**config.mk**
```make
export PLATFORM = sky130hd
export DESIGN_NAME = norm_check_unit
export DESIGN_NICKNAME = d
export VERILOG_FILES = /design/src/norm_check_pkg.sv /design/src/norm_check_unit.sv
export VERILOG_INCLUDE_DIRS = /design/src
export SDC_FILE = /design/constraint.sdc
export NUM_CORES = 1
export LEC_CHECK = 0
export BUFFER_PORTS_ARGS = -buffer_cell sky130_fd_sc_hd__buf_4
export CORE_ASPECT_RATIO = 0.8
export CORE_MARGIN = 2
export CORE_UTILIZATION = 50
export DETAILED_ROUTE_END_ITERATION = 6
export PLACE_DENSITY = 0.77
export RECOVER_POWER = 100
export SKIP_CTS_REPAIR_TIMING = 1
export SLEW_MARGIN = 30
export SYNTH_ARGS = -nofsm -noshare
export SYNTH_HDL_FRONTEND = slang
export SYNTH_SLANG_ARGS = --single-unit
```
**constraint.sdc**
```tcl
create_clock -name clk -period 2.4 [get_ports clk]
set_input_delay 0 -clock clk [delete_from_list [all_inputs] [get_ports clk]]
set_output_delay 0 -clock clk [all_outputs]
set_load 0.03 [all_outputs]
```
**src/norm_check_config.svh**
```systemverilog
// Sizes for ML-DSA-87 vectors only; word layout assumes 4 lanes of 24 bits and depth of 2**NC_ADDR_W
`ifndef NORM_CHECK_CONFIG_SVH
`define NORM_CHECK_CONFIG_SVH

// Polynomial geometry
`define NC_N            256
`define NC_L            7
`define NC_K            8
`define NC_Q            8380417

// Memory word layout
`define NC_COEFF_W      24
`define NC_LANES        4
`define NC_WORD_W       96
`define NC_MEM_DEPTH    1024
`define NC_ADDR_W       10

// Bounds per mode: gamma1-beta, gamma2-beta, gamma2
`define NC_Z_BOUND      524168
`define NC_R0_BOUND     261768
`define NC_CT0_BOUND    261888

// AXI4-Lite port
`define NC_AXI_ADDR_W   14
`define NC_AXI_DATA_W   32

`endif
```
**src/norm_check_pkg.sv**
```systemverilog
// Types shared by the norm check blocks; struct widths follow the config header values
`default_nettype none

`include "norm_check_config.svh"

package norm_check_pkg;

    // Bound mode; last code selects no polynomials
    typedef enum logic [1:0] {
        z_bound   = 2'd0,
        r0_bound  = 2'd1,
        ct0_bound = 2'd2,
        zero_poly = 2'd3
    } chk_norm_mode_e;

    typedef enum logic [1:0] {
        CHK_IDLE,
        CHK_RD_MEM,
        CHK_DONE
    } chk_read_state_e;

    typedef enum logic [1:0] {
        RW_IDLE,
        RW_READ,
        RW_WRITE
    } rw_e;

    // One memory port request, a full word wide
    typedef struct packed {
        logic [`NC_ADDR_W-1:0] addr;
        rw_e                   rd_wr_en;
        logic [`NC_WORD_W-1:0] wdata;
    } mem_req_t;

    // Start command from the register block
    typedef struct packed {
        logic                  start;
        chk_norm_mode_e        mode;
        logic [`NC_ADDR_W-1:0] base;
    } nc_start_t;

    // Busy sits in bit 0 to match the STATUS layout
    typedef struct packed {
        logic invalid;
        logic done;
        logic busy;
    } nc_status_t;

    // Byte offsets on the AXI port
    localparam logic [`NC_AXI_ADDR_W-1:0] REG_CTRL   = 'h000;
    localparam logic [`NC_AXI_ADDR_W-1:0] REG_BASE   = 'h004;
    localparam logic [`NC_AXI_ADDR_W-1:0] REG_STATUS = 'h008;
    localparam logic [`NC_AXI_ADDR_W-1:0] WIN_BASE   = 'h1000;

endpackage

`default_nettype wire

```
**src/norm_check_unit.sv**
```systemverilog
// Expects the last read word in the same cycle as done_pulse; result is one cycle later
`default_nettype none

`include "norm_check_config.svh"

module norm_check_unit (
    input  logic                           clk,
    input  logic                           reset_n,
    input  logic                           zeroize,
    input  logic                           rd_valid,
    input  logic [`NC_WORD_W-1:0]          rd_data,
    input  norm_check_pkg::chk_norm_mode_e mode,
    input  logic                           done_pulse,
    output logic                           result_valid,
    output logic                           invalid
);
    import norm_check_pkg::*;

    localparam logic [`NC_COEFF_W-1:0] Q      = `NC_Q;
    localparam logic [`NC_COEFF_W-1:0] HALF_Q = (`NC_Q - 1) / 2;

    logic [`NC_COEFF_W-1:0] bound;
    logic [`NC_COEFF_W-1:0] coeff;
    logic [`NC_COEFF_W-1:0] mag;
    logic [`NC_LANES-1:0]   lane_viol;
    logic                   word_viol;
    logic                   acc;

    // Bound for the latched mode
    always_comb begin
        case (mode)
            z_bound:   bound = `NC_Z_BOUND;
            r0_bound:  bound = `NC_R0_BOUND;
            ct0_bound: bound = `NC_CT0_BOUND;
            default:   bound = Q;
        endcase
    end

    // Centered magnitude per lane, out-of-range coefficients flagged too
    always_comb begin
        lane_viol = '0;
        coeff     = '0;
        mag       = '0;
        for (int i = 0; i < `NC_LANES; i++) begin
            coeff        = rd_data[i*`NC_COEFF_W +: `NC_COEFF_W];
            mag          = (coeff <= HALF_Q) ? coeff : Q - coeff;
            lane_viol[i] = (coeff >= Q) || (mag >= bound);
        end
    end

    assign word_viol = rd_valid && (|lane_viol);

    always_ff @(posedge clk or negedge reset_n) begin
        if (!reset_n) begin
            acc          <= 1'b0;
            result_valid <= 1'b0;
            invalid      <= 1'b0;
        end else if (zeroize) begin
            acc          <= 1'b0;
            result_valid <= 1'b0;
            invalid      <= 1'b0;
        end else begin
            result_valid <= done_pulse;
            if (done_pulse) begin
                // Fold in the final word, then start clean
                invalid <= acc | word_viol;
                acc     <= 1'b0;
            end else if (word_viol) begin
                acc <= 1'b1;
            end
        end
    end

endmodule

`default_nettype wire

```
Yosys cells after proc, flatten, opt, wreduce, memory -nomap -nowiden:

Index checks and enable logic that the tools add are counted.

* register bits after elaboration: 3
* word-level logic and storage cells: 42

* add/subtract/negate cells: 4
* $lt $le $gt $ge: 12
* equal/unequal tests: 2
* multiplexer cells: 11
* bitwise logic cells: 1
* reductions and logical operators: 9

Operators with widths (number)
* $ge A24 B23 Y1 const B: 4
* $ge A24 B24 Y1: 4
* $le A24 B22 Y1 const B: 4
* $mux W24: 4
* $sub A23 B24 Y24 const A: 4
* $pmux W23 S3: 1
* $mux W1: 6
* $logic_or A1 B1 Y1: 4
* $reduce_or A4 Y1: 1
* $reduce_bool A3 Y1: 1
* $eq A2 B1 Y1 const B: 1
* $eq A2 B2 Y1 const B: 1
* $logic_not A2 Y1: 1
* $reduce_bool A2 Y1: 1
* $logic_and A1 B1 Y1: 1
* $or A1 B1 Y1: 1

Depth between registers and ports, before layout:

Gate-level depths: netlist of run 1.

* depth in word-level cells: 9
* depth in mapped cells: 18
* mapped depth without buffers: 17

Worst setup path after synthesis of run 1:

No wires, ideal clock.

* path type: input port to flip-flop
* start: input port rd_data[1]
* end: register invalid
* setup time: 0.133 ns
* arrival: 3.733 ns
* data required time: 2.267 ns
* slack: -1.466 ns
* stages: 18
* path through: inv_1 > ha_1 > or4b_1 > nor4_1 > o21a_1 > buf_1 > a31oi_1 > xor2_1 > ha_1 > a21o_1 > a21o_1 > a21o_1 > a2111oi_0 > o2111a_1 > nand4b_1 > a31o_1 > a2111oi_2 > o21ai_1

* word-level cells in the longest chain between the ends: 9
* elaborated cells on any way between the ends: 11

Ends and longest elaborated chain
* from (decl): line norm_check_unit.sv:11 `` input logic [`NC_WORD_W-1:0] rd_data, ``
* $sub A23 B24 Y24 or $le A24 B22 Y1 (tied branches): line norm_check_unit.sv:46 `mag = (coeff <= HALF_Q) ? coeff : Q - coeff;`
* $mux W24: line norm_check_unit.sv:46
* $ge A24 B24 Y1: line norm_check_unit.sv:47 `lane_viol[i] = (coeff >= Q) || (mag >= bound);`
* $logic_or A1 B1 Y1 *: line norm_check_unit.sv:47
* $reduce_or A4 Y1 *: line norm_check_unit.sv:51 `assign word_viol = rd_valid && (|lane_viol);`
* $logic_and A1 B1 Y1 *: line norm_check_unit.sv:51
* $or A1 B1 Y1 *: line norm_check_unit.sv:66 `invalid <= acc | word_viol;`
* $mux W1 *: line norm_check_unit.sv:64 `if (done_pulse) begin`
* $mux W1 *: line norm_check_unit.sv:58 `end else if (zeroize) begin`
* to (signal assigned): line norm_check_unit.sv:66
* to (decl): line norm_check_unit.sv:15 `output logic invalid`

Every way passes the cells marked *; elsewhere a longest branch is shown, timed or not. The select of a mux whose other input is x is not followed.
A chain may end at the register's enable or synchronous reset.

Worst setup path in the final report of run 1:

* start: input port rd_data[2]
* end: register acc

* word-level cells in the longest chain between the ends: 7
* elaborated cells on any way between the ends: 9

Ends and longest elaborated chain
* $sub A23 B24 Y24 or $le A24 B22 Y1 (tied branches): line norm_check_unit.sv:46
* $mux W24: line norm_check_unit.sv:46
* $ge A24 B24 Y1: line norm_check_unit.sv:47
* $logic_or A1 B1 Y1 *: line norm_check_unit.sv:47
* $reduce_or A4 Y1 *: line norm_check_unit.sv:51
* $logic_and A1 B1 Y1 *: line norm_check_unit.sv:51
* $reduce_bool A3 Y1 (no source line) *
* to (signal assigned): line norm_check_unit.sv:55 `acc <= 1'b0;`
* to (signal assigned): line norm_check_unit.sv:59 `acc <= 1'b0;`
* to (signal assigned): line norm_check_unit.sv:67 `acc <= 1'b0;`
* to (decl): line norm_check_unit.sv:27 `logic acc;`

Every way passes the cells marked *; elsewhere a longest branch is shown, timed or not.

==> results.sh, run 1 <==
export IMPL_status="complete, but fails checks"
export IMPL_violations="negative setup slack"
export IMPL_yosys_area_top_type="ha_1"
export IMPL_rsz0062_at_grt="true"
export IMPL_syn_num_nets=679
export IMPL_antenna_left=0
export IMPL_via_count=5634
export IMPL_pre_cts_ws_ps=-1480
export IMPL_max_freq_mhz=269
export IMPL_end_kind="flop"
export IMPL_crit_type="in -> reg"
export IMPL_grt_overflow=0
export IMPL_drc_errors=0
export IMPL_clock_skew_ps=0.138
export IMPL_p_per_area_nw_per_um2=220
export IMPL_hold_viol_final=0
export IMPL_wl_per_cell_um=17.7
export IMPL_synth_cell_types=67
export IMPL_synth_warnings=0
export IMPL_leakagePower_nw=2.99
export IMPL_total_power_mw=1.37
export IMPL_grt_first_pass_wirelength_um=23300
export IMPL_async_flop_share=1.00
export IMPL_drive_gt1_frac=0.402
export IMPL_worst_setup_path_start_kind="input port"
export IMPL_final_nets=983
export IMPL_clock_path_buffers=2
export IMPL_worst_pin_slew_ps=552
export IMPL_yosysTopAreaCellShare=0.204
export IMPL_required_ps=2490
export IMPL_finalWorstSetupSlack_ps=-1320
export IMPL_diodes=0
export IMPL_track_usage=0.349
export IMPL_start_util=0.526
export IMPL_antenna_found_initial=0
export IMPL_period_minus_slack_ps=3720
export IMPL_htree_levels=1
export IMPL_clock_root_buffer="clkbuf_8"
export IMPL_worstSkewPairLatency_ps=230
export IMPL_setup_viol=2
export IMPL_syn_area_per_cell_sq_um=7.13
export IMPL_io_buffers=104
export IMPL_cts_buffers=3
export IMPL_final_period_utilization=1.55
export IMPL_die_w_um=99.9
export IMPL_num_rows=27
export IMPL_grt_max_degree=15
export IMPL_synth_area_sq_um=3680
export IMPL_syn_instance_count=516
export IMPL_seq_area_frac_synth=0.0204
export IMPL_slew_violations=0
export IMPL_arrival_ps=3810
export IMPL_area_delta_synth_final_pct=69.4
export IMPL_synthTopCellsByArea="ha_1, xnor2_1, xor2_1"
export IMPL_first_global_vias=5332
export IMPL_io_pins=105
export IMPL_hpwl_um=12300
export IMPL_final_util=0.892
export IMPL_cp_max_fo=2
export IMPL_cap_violations=0
export IMPL_synth_edff_count=0
export IMPL_ys_flop_type="dfrtp_1"
export IMPL_via_per_inst=6.22
export IMPL_ir_drop_mv=0.127
export IMPL_clock_sinks=3
export IMPL_fill_cells=390
export IMPL_gp_congestion=0.918
export IMPL_min_path_type="in -> reg"
export IMPL_core_sq_um=6990
export IMPL_clk_pin_slew_ps=40
export IMPL_ys_ff_latch=3
export IMPL_max_slew_margin=0.629
export IMPL_dr_pass1_iters=5
export IMPL_die_area_sq_um=8070
export IMPL_routed_wl_um=16000
export IMPL_cts_tree="done"
export IMPL_die_height_um=80.7
export IMPL_drt_initial_drc_count=471
-- final cells by class --
class	instances	area, sq um	area share
Multi-Input combinational cell	479	3560	0.570
Timing Repair Buffer	309	2340	0.376
Sequential cell	3	75.1	0.0120
Tap cell	87	109	0.0175
Inverter	24	108	0.0173
Clock buffer	4	45.0	0.00722
-- critical path: stages --
cell and delay [ps]:
buf_12 110, inv_12 50, ha_4 130, or4b_4 480, or4_4 600, a31oi_4 200
xor2_1 190, ha_1 280, a21o_1 170, a21o_1 150, a21o_1 180, a2111oi_4 300
o2111a_1 240, nand4b_1 100, a31o_1 240, a2111oi_4 270, nor2_1 120
-- power breakdown --
group / total, mW / switching, mW / internal, mW
logic: 1.16 / 0.562 / 0.598
clock network: 0.156 / 0.0417 / 0.114
registers: 0.0555 / 0.00183 / 0.0536
total: 1.37 / 0.605 / 0.765
-- path summary, 6_finish.rpt --
| path | depth (start not counted) | slack [ps] | to | startpoint |
|---|---|---|---|---|
| min in group asynchronous | 2 | 150 | invalid$_DFFE_PN0N_ | reset_n |
| worst max register to register | 8 | 260 | acc$_DFFE_PN0P_ | acc$_DFFE_PN0P_ |
| worst min-delay path | 4 | 70 | invalid$_DFFE_PN0N_ | done_pulse |
| worst min register to register | 2 | 520 | invalid$_DFFE_PN0N_ | invalid$_DFFE_PN0N_ |
| worst max-delay path | 17 | -1320 | acc$_DFFE_PN0P_ | rd_data[2] |
| max in group asynchronous | 2 | 2050 | result_valid$_DFF_PN0_ | reset_n |
-- through the flow --
| step | instances | setup TNS, ps | hold slack (ps) | area (sq um) |
|---|---|---|---|---|
| floorplan | 516 | -2170 | -296 | 3750 |
| global placement | 900 | -2510 | -208 | 6130 |
| detailed placement | 900 | -2960 | -207 | 6130 |
| CTS | 904 | -2550 | -434 | 6170 |
| global route | 906 | -2790 | 74.4 | 6230 |
| finish | 906 | -2610 | 71.4 | 6230 |
-- kinds of logic after synthesis --
logic type               Yosys count  synth area share
XOR/XNOR                          61             0.145
flip-flops                         3            0.0204
adder cells (fa/ha/maj)           60             0.204
buffers and inverters             34            0.0367
AND/OR/NAND/NOR                  195             0.282
AO/OA/AOI/OAI                    157             0.295
multiplexers                       6            0.0167
-- flip-flops by register name, summed over array words and instances (netlist names) --
name          flops
acc               1
invalid           1
result_valid      1
-- cell usage after synthesis, types with 6 or more instances --
master,count
ha_1,60
nor2_1,44
nand2_1,38
xnor2_1,36
o21ai_0,32
a21oi_1,28
xor2_1,25
inv_1,24
nand3_1,21
a31oi_1,18
nor3_1,17
a21o_1,15
nand4_1,12
nor4_1,12
o31ai_1,11
and3_1,7
clkbuf_1,6
nor2b_1,6
or3_1,6
-- layout by cell type (no fill, tap or decap), types with 4 or more instances in the layout --
master,Yosys,layout
a21o_1,15,15
a21oi_1,28,28
a31oi_1,18,17
a41oi_1,5,4
and3_1,7,7
and4_1,5,5
buf_4,0,300
clkbuf_1,6,4
ha_1,60,59
inv_1,24,22
mux2i_1,5,5
nand2_1,38,38
nand2b_1,5,5
nand3_1,21,21
nand4_1,12,12
nor2_1,44,44
nor2b_1,6,6
nor3_1,17,17
nor4_1,12,11
o21ai_0,32,32
o31ai_1,11,11
o41ai_1,4,4
or3_1,6,6
or4_1,4,4
xnor2_1,36,36
xor2_1,25,25
-- routing by layer --
layer	part of all wire	vias up	track usage	routed length, um
met5	0	-	0	0
met3	0.089	94	0.0542	1420
li1	-	2601	-	-
met2	0.48	409	0.647	7650
met1	0.38	2530	0.413	6150
met4	0.050	0	0.122	799
No activity file was read; power rests on OpenSTA's default activity.
==> inputs of run 2 (changes only) <==
--- a/config.mk
+++ b/config.mk
@@ -8,8 +8,10 @@
 export LEC_CHECK = 0
 export BUFFER_PORTS_ARGS = -buffer_cell sky130_fd_sc_hd__buf_4
+export CAP_MARGIN = 20
 export CORE_ASPECT_RATIO = 0.8
 export CORE_MARGIN = 2
 export CORE_UTILIZATION = 50
 export DETAILED_ROUTE_END_ITERATION = 6
+export GPL_ROUTABILITY_DRIVEN = 0
 export PLACE_DENSITY = 0.77
 export RECOVER_POWER = 100
==> constraint.sdc (replaced) <==
create_clock -name clk -period 2.4 [get_ports clk]
set_input_delay 0.24 -clock clk [delete_from_list [all_inputs] [get_ports clk]]
set_output_delay 0.24 -clock clk [all_outputs]
set_load 0.03 [all_outputs]
==> run 2 against run 1 <==
  * The run still ends with negative setup slack left
  * Via count rose by 5.7%
  * Sequential share of layout area hardly changed
  * Flip-flop and latch count did not move
  * Hold slack improved by 140 ps
  * Worst setup slack got worse by 440 ps
  * Final area is 0.40% lower
  * Clock-buffer cell count stayed put
  * First-iteration DRC count is 42% higher
  * Clock power shrank 4%
  * Non-clock buffer count down 4
  * Final cell count down 0.44%
  * Sequential power about the same
  * Largest power group unchanged
==> results.sh, run 2 (synthesis results as in run 1) <==
export IMPL_status="complete, but fails checks"
export IMPL_violations="negative setup slack"
export IMPL_clock_root_buffer="clkbuf_8"
export IMPL_drc_errors=0
export IMPL_wl_per_cell_um=19.7
export IMPL_worst_pin_slew_ps=1390
export IMPL_final_nets=979
export IMPL_p_per_area_nw_per_um2=227
export IMPL_arrival_ps=4240
export IMPL_timing_rr_end="acc$_DFFE_PN0P_"
export IMPL_hpwl_um=12300
export IMPL_crit_type="in -> reg"
export IMPL_clock_path_buffers=2
export IMPL_die_w_um=99.9
export IMPL_grt_max_degree=13
export IMPL_core_sq_um=6990
export IMPL_dr_pass1_iters=7
export IMPL_io_pins=105
export IMPL_whs_ps=213
export IMPL_whs_path_depth=2
export IMPL_area_delta_synth_final_pct=68.8
export IMPL_track_usage=0.369
export IMPL_fin_setup_tns_ps=-3500
export IMPL_swShare=0.456
export IMPL_pre_cts_ws_ps=-1610
export IMPL_period_minus_slack_ps=4160
export IMPL_setup_viol=2
export IMPL_final_design_area_no_fill_sq_um=6210
export IMPL_htree_levels=1
export IMPL_routed_wl_um=17800
export IMPL_pwr_share_comb=0.854
export IMPL_required_ps=2480
export IMPL_die_height_um=80.7
export IMPL_internal_power_mw=0.767
export IMPL_r2r_slack_ps=320
export IMPL_seq_power_share=0.040
export IMPL_start_util=0.526
export IMPL_num_rows=27
export IMPL_max_slew_margin=0.0622
export IMPL_layout_common_cells="buf_4, ha_1, nor2_1"
export IMPL_clkPwrFrac=0.107
export IMPL_fill_cells=345
export IMPL_min_path_type="in -> reg"
export IMPL_drt_initial_drc_count=670
export IMPL_cap_violations=0
export IMPL_via_per_inst=6.60
export IMPL_slew_violations=0
export IMPL_cts_tree="done"
export IMPL_drive_gt1_frac=0.402
export IMPL_hold_start="zeroize"
export IMPL_antenna_found_initial=0
export IMPL_ir_drop_mv=0.148
export IMPL_die_area_sq_um=8070
export IMPL_first_global_vias=5764
export IMPL_r2r_cells=8
export IMPL_worstSkewPairLatency_ps=220
export IMPL_io_buffers=104
export IMPL_holdPathEnd="result_valid$_DFF_PN0_"
export IMPL_diodes=0
export IMPL_clock_sinks=3
export IMPL_cp_max_fo=2
export IMPL_final_period_utilization=1.73
export IMPL_clk_pin_slew_ps=30
export IMPL_dpl_cell_area_sq_um=6100
export IMPL_leakagePower_nw=2.97
export IMPL_grt_overflow=0
export IMPL_p_switching_mw=0.642
export IMPL_max_freq_mhz=240
export IMPL_antenna_left=0
export IMPL_worst_setup_path_start_kind="input port"
export IMPL_cts_buffers=3
export IMPL_clock_skew_ps=0.0472
export IMPL_timing_rr_start="acc$_DFFE_PN0P_"
export IMPL_hold_viol_final=0
export IMPL_top_regs="acc: 1 flops, invalid: 1 flops, result_valid: 1 flops"
export IMPL_grt_first_pass_wirelength_um=24700
export IMPL_end_kind="flop"
export IMPL_rsz0062_at_grt="true"
export IMPL_final_common_cell="buf_4"
export IMPL_via_count=5955
export IMPL_finalWorstSetupSlack_ps=-1760
-- run 2: area by class of cell --
class,instances,area [sq um],area share
clock buffers,4,45.0,0.00725
inverters,24,108,0.0173
multi-input cells,479,3560,0.574
flip-flops and latches,3,75.1,0.0121
well taps,87,109,0.0175
repair buffers,305,2310,0.372
-- run 2: power by group through the flow --
stage | Clock (mW) | Sequential, mW | Combinational, mW
2_1_floorplan | 0 | 0.0594 | 0.502
3_3_place_gp | 0 | 0.0558 | 1.01
3_5_place_dp | 0 | 0.0560 | 1.09
4_1_cts | 0.151 | 0.0556 | 1.10
5_1_grt | 0.156 | 0.0560 | 1.28
6_report | 0.150 | 0.0557 | 1.20
-- run 2: worst max-delay path by stage --
stage / slack (ps) / from / end / cells past startpoint
2_1_floorplan: -1320 / rd_data[2] / invalid$_DFFE_PN0N_ / 17
3_3_place_gp: -1490 / rd_data[2] / invalid$_DFFE_PN0N_ / 17
3_5_place_dp: -1610 / rd_data[2] / invalid$_DFFE_PN0N_ / 17
4_1_cts: -1470 / rd_data[2] / acc$_DFFE_PN0P_ / 17
5_1_grt: -1780 / rd_data[2] / acc$_DFFE_PN0P_ / 19
6_report: -1760 / rd_data[2] / acc$_DFFE_PN0P_ / 17
-- run 2: worst max-delay path, stage by stage --
cell and delay, ps:
buf_12 110, inv_12 40, ha_4 110, or4b_4 470
or4_4 590, a31oi_4 200, xor2_1 190, ha_1 270
a21o_1 260, a21o_1 280, a21o_1 230, a2111oi_4 310
o2111a_1 250, nand4b_1 90, a31o_1 230, a2111oi_4 240
nor2_1 120
-- run 2: routing by layer --
metal  up-vias  share of wire  global-route usage
met3       201           0.11              0.0568
li1       2596              -                   -
met2       517           0.45               0.682
met4         2          0.087               0.212
met5         -         0.0020                   0
met1      2639           0.35               0.405
-- run 2: per-stage QoR --
stage	util	total power [mW]	instances
2_1_floorplan	-	0.561	516
3_3_place_gp	0.872	1.07	896
3_5_place_dp	0.872	1.14	896
4_1_cts	0.879	1.31	900
5_1_grt	0.888	1.49	902
6_report	0.888	1.41	902
==> inputs of run 3 (changes only) <==
==> constraint.sdc (replaced) <==
create_clock -name clk -period 2.4 [get_ports clk]
set_input_delay 0 -clock clk [delete_from_list [all_inputs] [get_ports clk]]
set_output_delay 0 -clock clk [all_outputs]
set_load 0.03 [all_outputs]
==> run 3 against run 2 <==
  * The run ends with design-rule violations, negative setup slack left
  * Die area unchanged
  * Final area increased by 0.71%
  * Flip-flop and latch count unchanged
  * Power increased by 1.3%
  * Non-clock buffer count increased by 1
  * Clock power increased by 9%
  * Critical path type unchanged
==> results.sh, run 3 (synthesis results as in run 1) <==
export IMPL_status="complete, but fails checks"
export IMPL_violations="design-rule violations, negative setup slack"
export IMPL_num_rows=27
export IMPL_max_slew_margin=0.283
export IMPL_rsz0062_at_grt="true"
export IMPL_start_util=0.526
export IMPL_ir_drop_mv=0.138
export IMPL_first_global_vias=5745
export IMPL_worstSkewPairLatency_ps=230
export IMPL_cpPeakStageDelay_ps=550
export IMPL_drive_gt1_frac=0.407
export IMPL_slew_violations=0
export IMPL_clock_path_buffers=2
export IMPL_path_cells="buf_4 -> or4_4 -> or2_1 -> buf_4 -> nor3_1 -> nand2_1 -> a31oi_1 -> xor2_1 -> ha_1 -> nor2_1 -> nand3_1 -> a2111oi_4 -> o2111a_1 -> nand4b_1 -> a31o_1 -> a2111oi_4 -> o21ai_1"
export IMPL_diodes=0
export IMPL_crit_slowest_cell="or4_4"
export IMPL_via_count=5988
export IMPL_cts_tree="done"
export IMPL_die_w_um=99.9
export IMPL_final_nets=980
export IMPL_max_freq_mhz=265
export IMPL_pre_cts_ws_ps=-1460
export IMPL_r2r_cells=8
export IMPL_clk_pin_slew_ps=30
export IMPL_worst_setup_path_start_kind="input port"
export IMPL_final_period_utilization=1.57
export IMPL_grt_max_degree=13
export IMPL_drc_errors=2
export IMPL_final_design_area_no_fill_sq_um=6250
export IMPL_route_met2_wl_um=8310
export IMPL_whs_path_depth=4
export IMPL_die_area_sq_um=8070
export IMPL_clock_root_buffer="clkbuf_8"
export IMPL_required_ps=2500
export IMPL_cap_violations=0
export IMPL_period_minus_slack_ps=3770
export IMPL_track_usage=0.365
export IMPL_clock_sinks=3
export IMPL_timing_rr_end="invalid$_DFFE_PN0N_"
export IMPL_arrival_ps=3860
export IMPL_worst_pin_slew_ps=1060
export IMPL_layout_common_cells="buf_4, ha_1, nor2_1"
export IMPL_clock_skew_ps=0.175
export IMPL_crit_type="in -> reg"
export IMPL_antenna_left=0
export IMPL_timing_rr_start="acc$_DFFE_PN0P_"
export IMPL_setup_viol=2
export IMPL_fill_cells=323
export IMPL_area_delta_synth_final_pct=69.9
export IMPL_highest_layer="met5"
export IMPL_dr_pass1_iters=7
export IMPL_via_per_inst=6.63
export IMPL_final_common_cell="buf_4"
export IMPL_htree_levels=1
export IMPL_end_kind="flop"
export IMPL_top_regs="acc: 1 flops, invalid: 1 flops, result_valid: 1 flops"
export IMPL_dr_wl_met3_um=1960
export IMPL_wl_per_cell_um=19.8
export IMPL_holdPathEnd="invalid$_DFFE_PN0N_"
export IMPL_wl_met1_um=6300
export IMPL_whs_ps=88.9
export IMPL_io_pins=105
export IMPL_hold_viol_final=0
export IMPL_p_per_area_nw_per_um2=228
export IMPL_die_height_um=80.7
export IMPL_hpwl_um=12900
export IMPL_grt_first_pass_wirelength_um=24400
export IMPL_total_power_mw=1.43
export IMPL_core_sq_um=6990
export IMPL_dpl_cell_area_sq_um=6100
export IMPL_leakagePower_nw=3.00
export IMPL_r2r_slack_ps=0
export IMPL_io_buffers=104
export IMPL_antenna_found_initial=1
export IMPL_min_path_type="in -> reg"
export IMPL_cp_max_fo=4
export IMPL_grt_overflow=0
export IMPL_hold_start="done_pulse"
export IMPL_routed_wl_um=17900
export IMPL_cts_buffers=3
export IMPL_finalWorstSetupSlack_ps=-1370
export IMPL_drt_initial_drc_count=705
==> run 3: report_power, final <==
group,leakage (nW),switching (mW),internal [mW],total [mW]
combinational,2.93,0.607,0.601,1.21
clock,0.0228,0.0487,0.115,0.163
sequential,0.0395,0.00272,0.0536,0.0564
total,3.00,0.658,0.769,1.43
==> run 3: layout make-up <==
cell class,instances,area [sq um],share of cell area
repair buffers,306,2320,0.372
multi-input cells,479,3590,0.575
well taps,87,109,0.0174
flip-flops and latches,3,75.1,0.0120
clock buffers,4,45.0,0.00720
inverters,24,108,0.0172
==> run 3: worst max path at each step <==
| stage | startpoint | endpoint | cells after the start |
|---|---|---|---|
| floorplan | rd_data[2] | invalid$_DFFE_PN0N_ | 17 |
| global placement | rd_data[2] | invalid$_DFFE_PN0N_ | 17 |
| detailed placement | rd_data[2] | invalid$_DFFE_PN0N_ | 17 |
| CTS | rd_data[2] | invalid$_DFFE_PN0N_ | 17 |
| global route | rd_data[4] | invalid$_DFFE_PN0N_ | 17 |
| finish | rd_data[4] | invalid$_DFFE_PN0N_ | 17 |
==> run 3: per-stage QoR <==
step,setup TNS [ps],util,instances
detailed placement,-2900,0.872,896
floorplan,-2170,-,516
finish,-2720,0.894,903
global route,-2590,0.894,903
CTS,-2440,0.879,900
global placement,-2500,0.872,896
==> run 3: routing by layer <==
| layer | GRT usage | vias up |
|---|---|---|
| met5 | 0 | - |
| met4 | 0.186 | 2 |
| met3 | 0.0465 | 192 |
| met2 | 0.695 | 532 |
| met1 | 0.401 | 2647 |
| li1 | - | 2615 |
==> run 3: critical path: cells and delay by family <==
family	cells	cell delay, ps
buf+inv	2	260
simple gates	7	1790
compound gates	6	1460
xor+xnor	1	100
fa+ha+maj	1	220
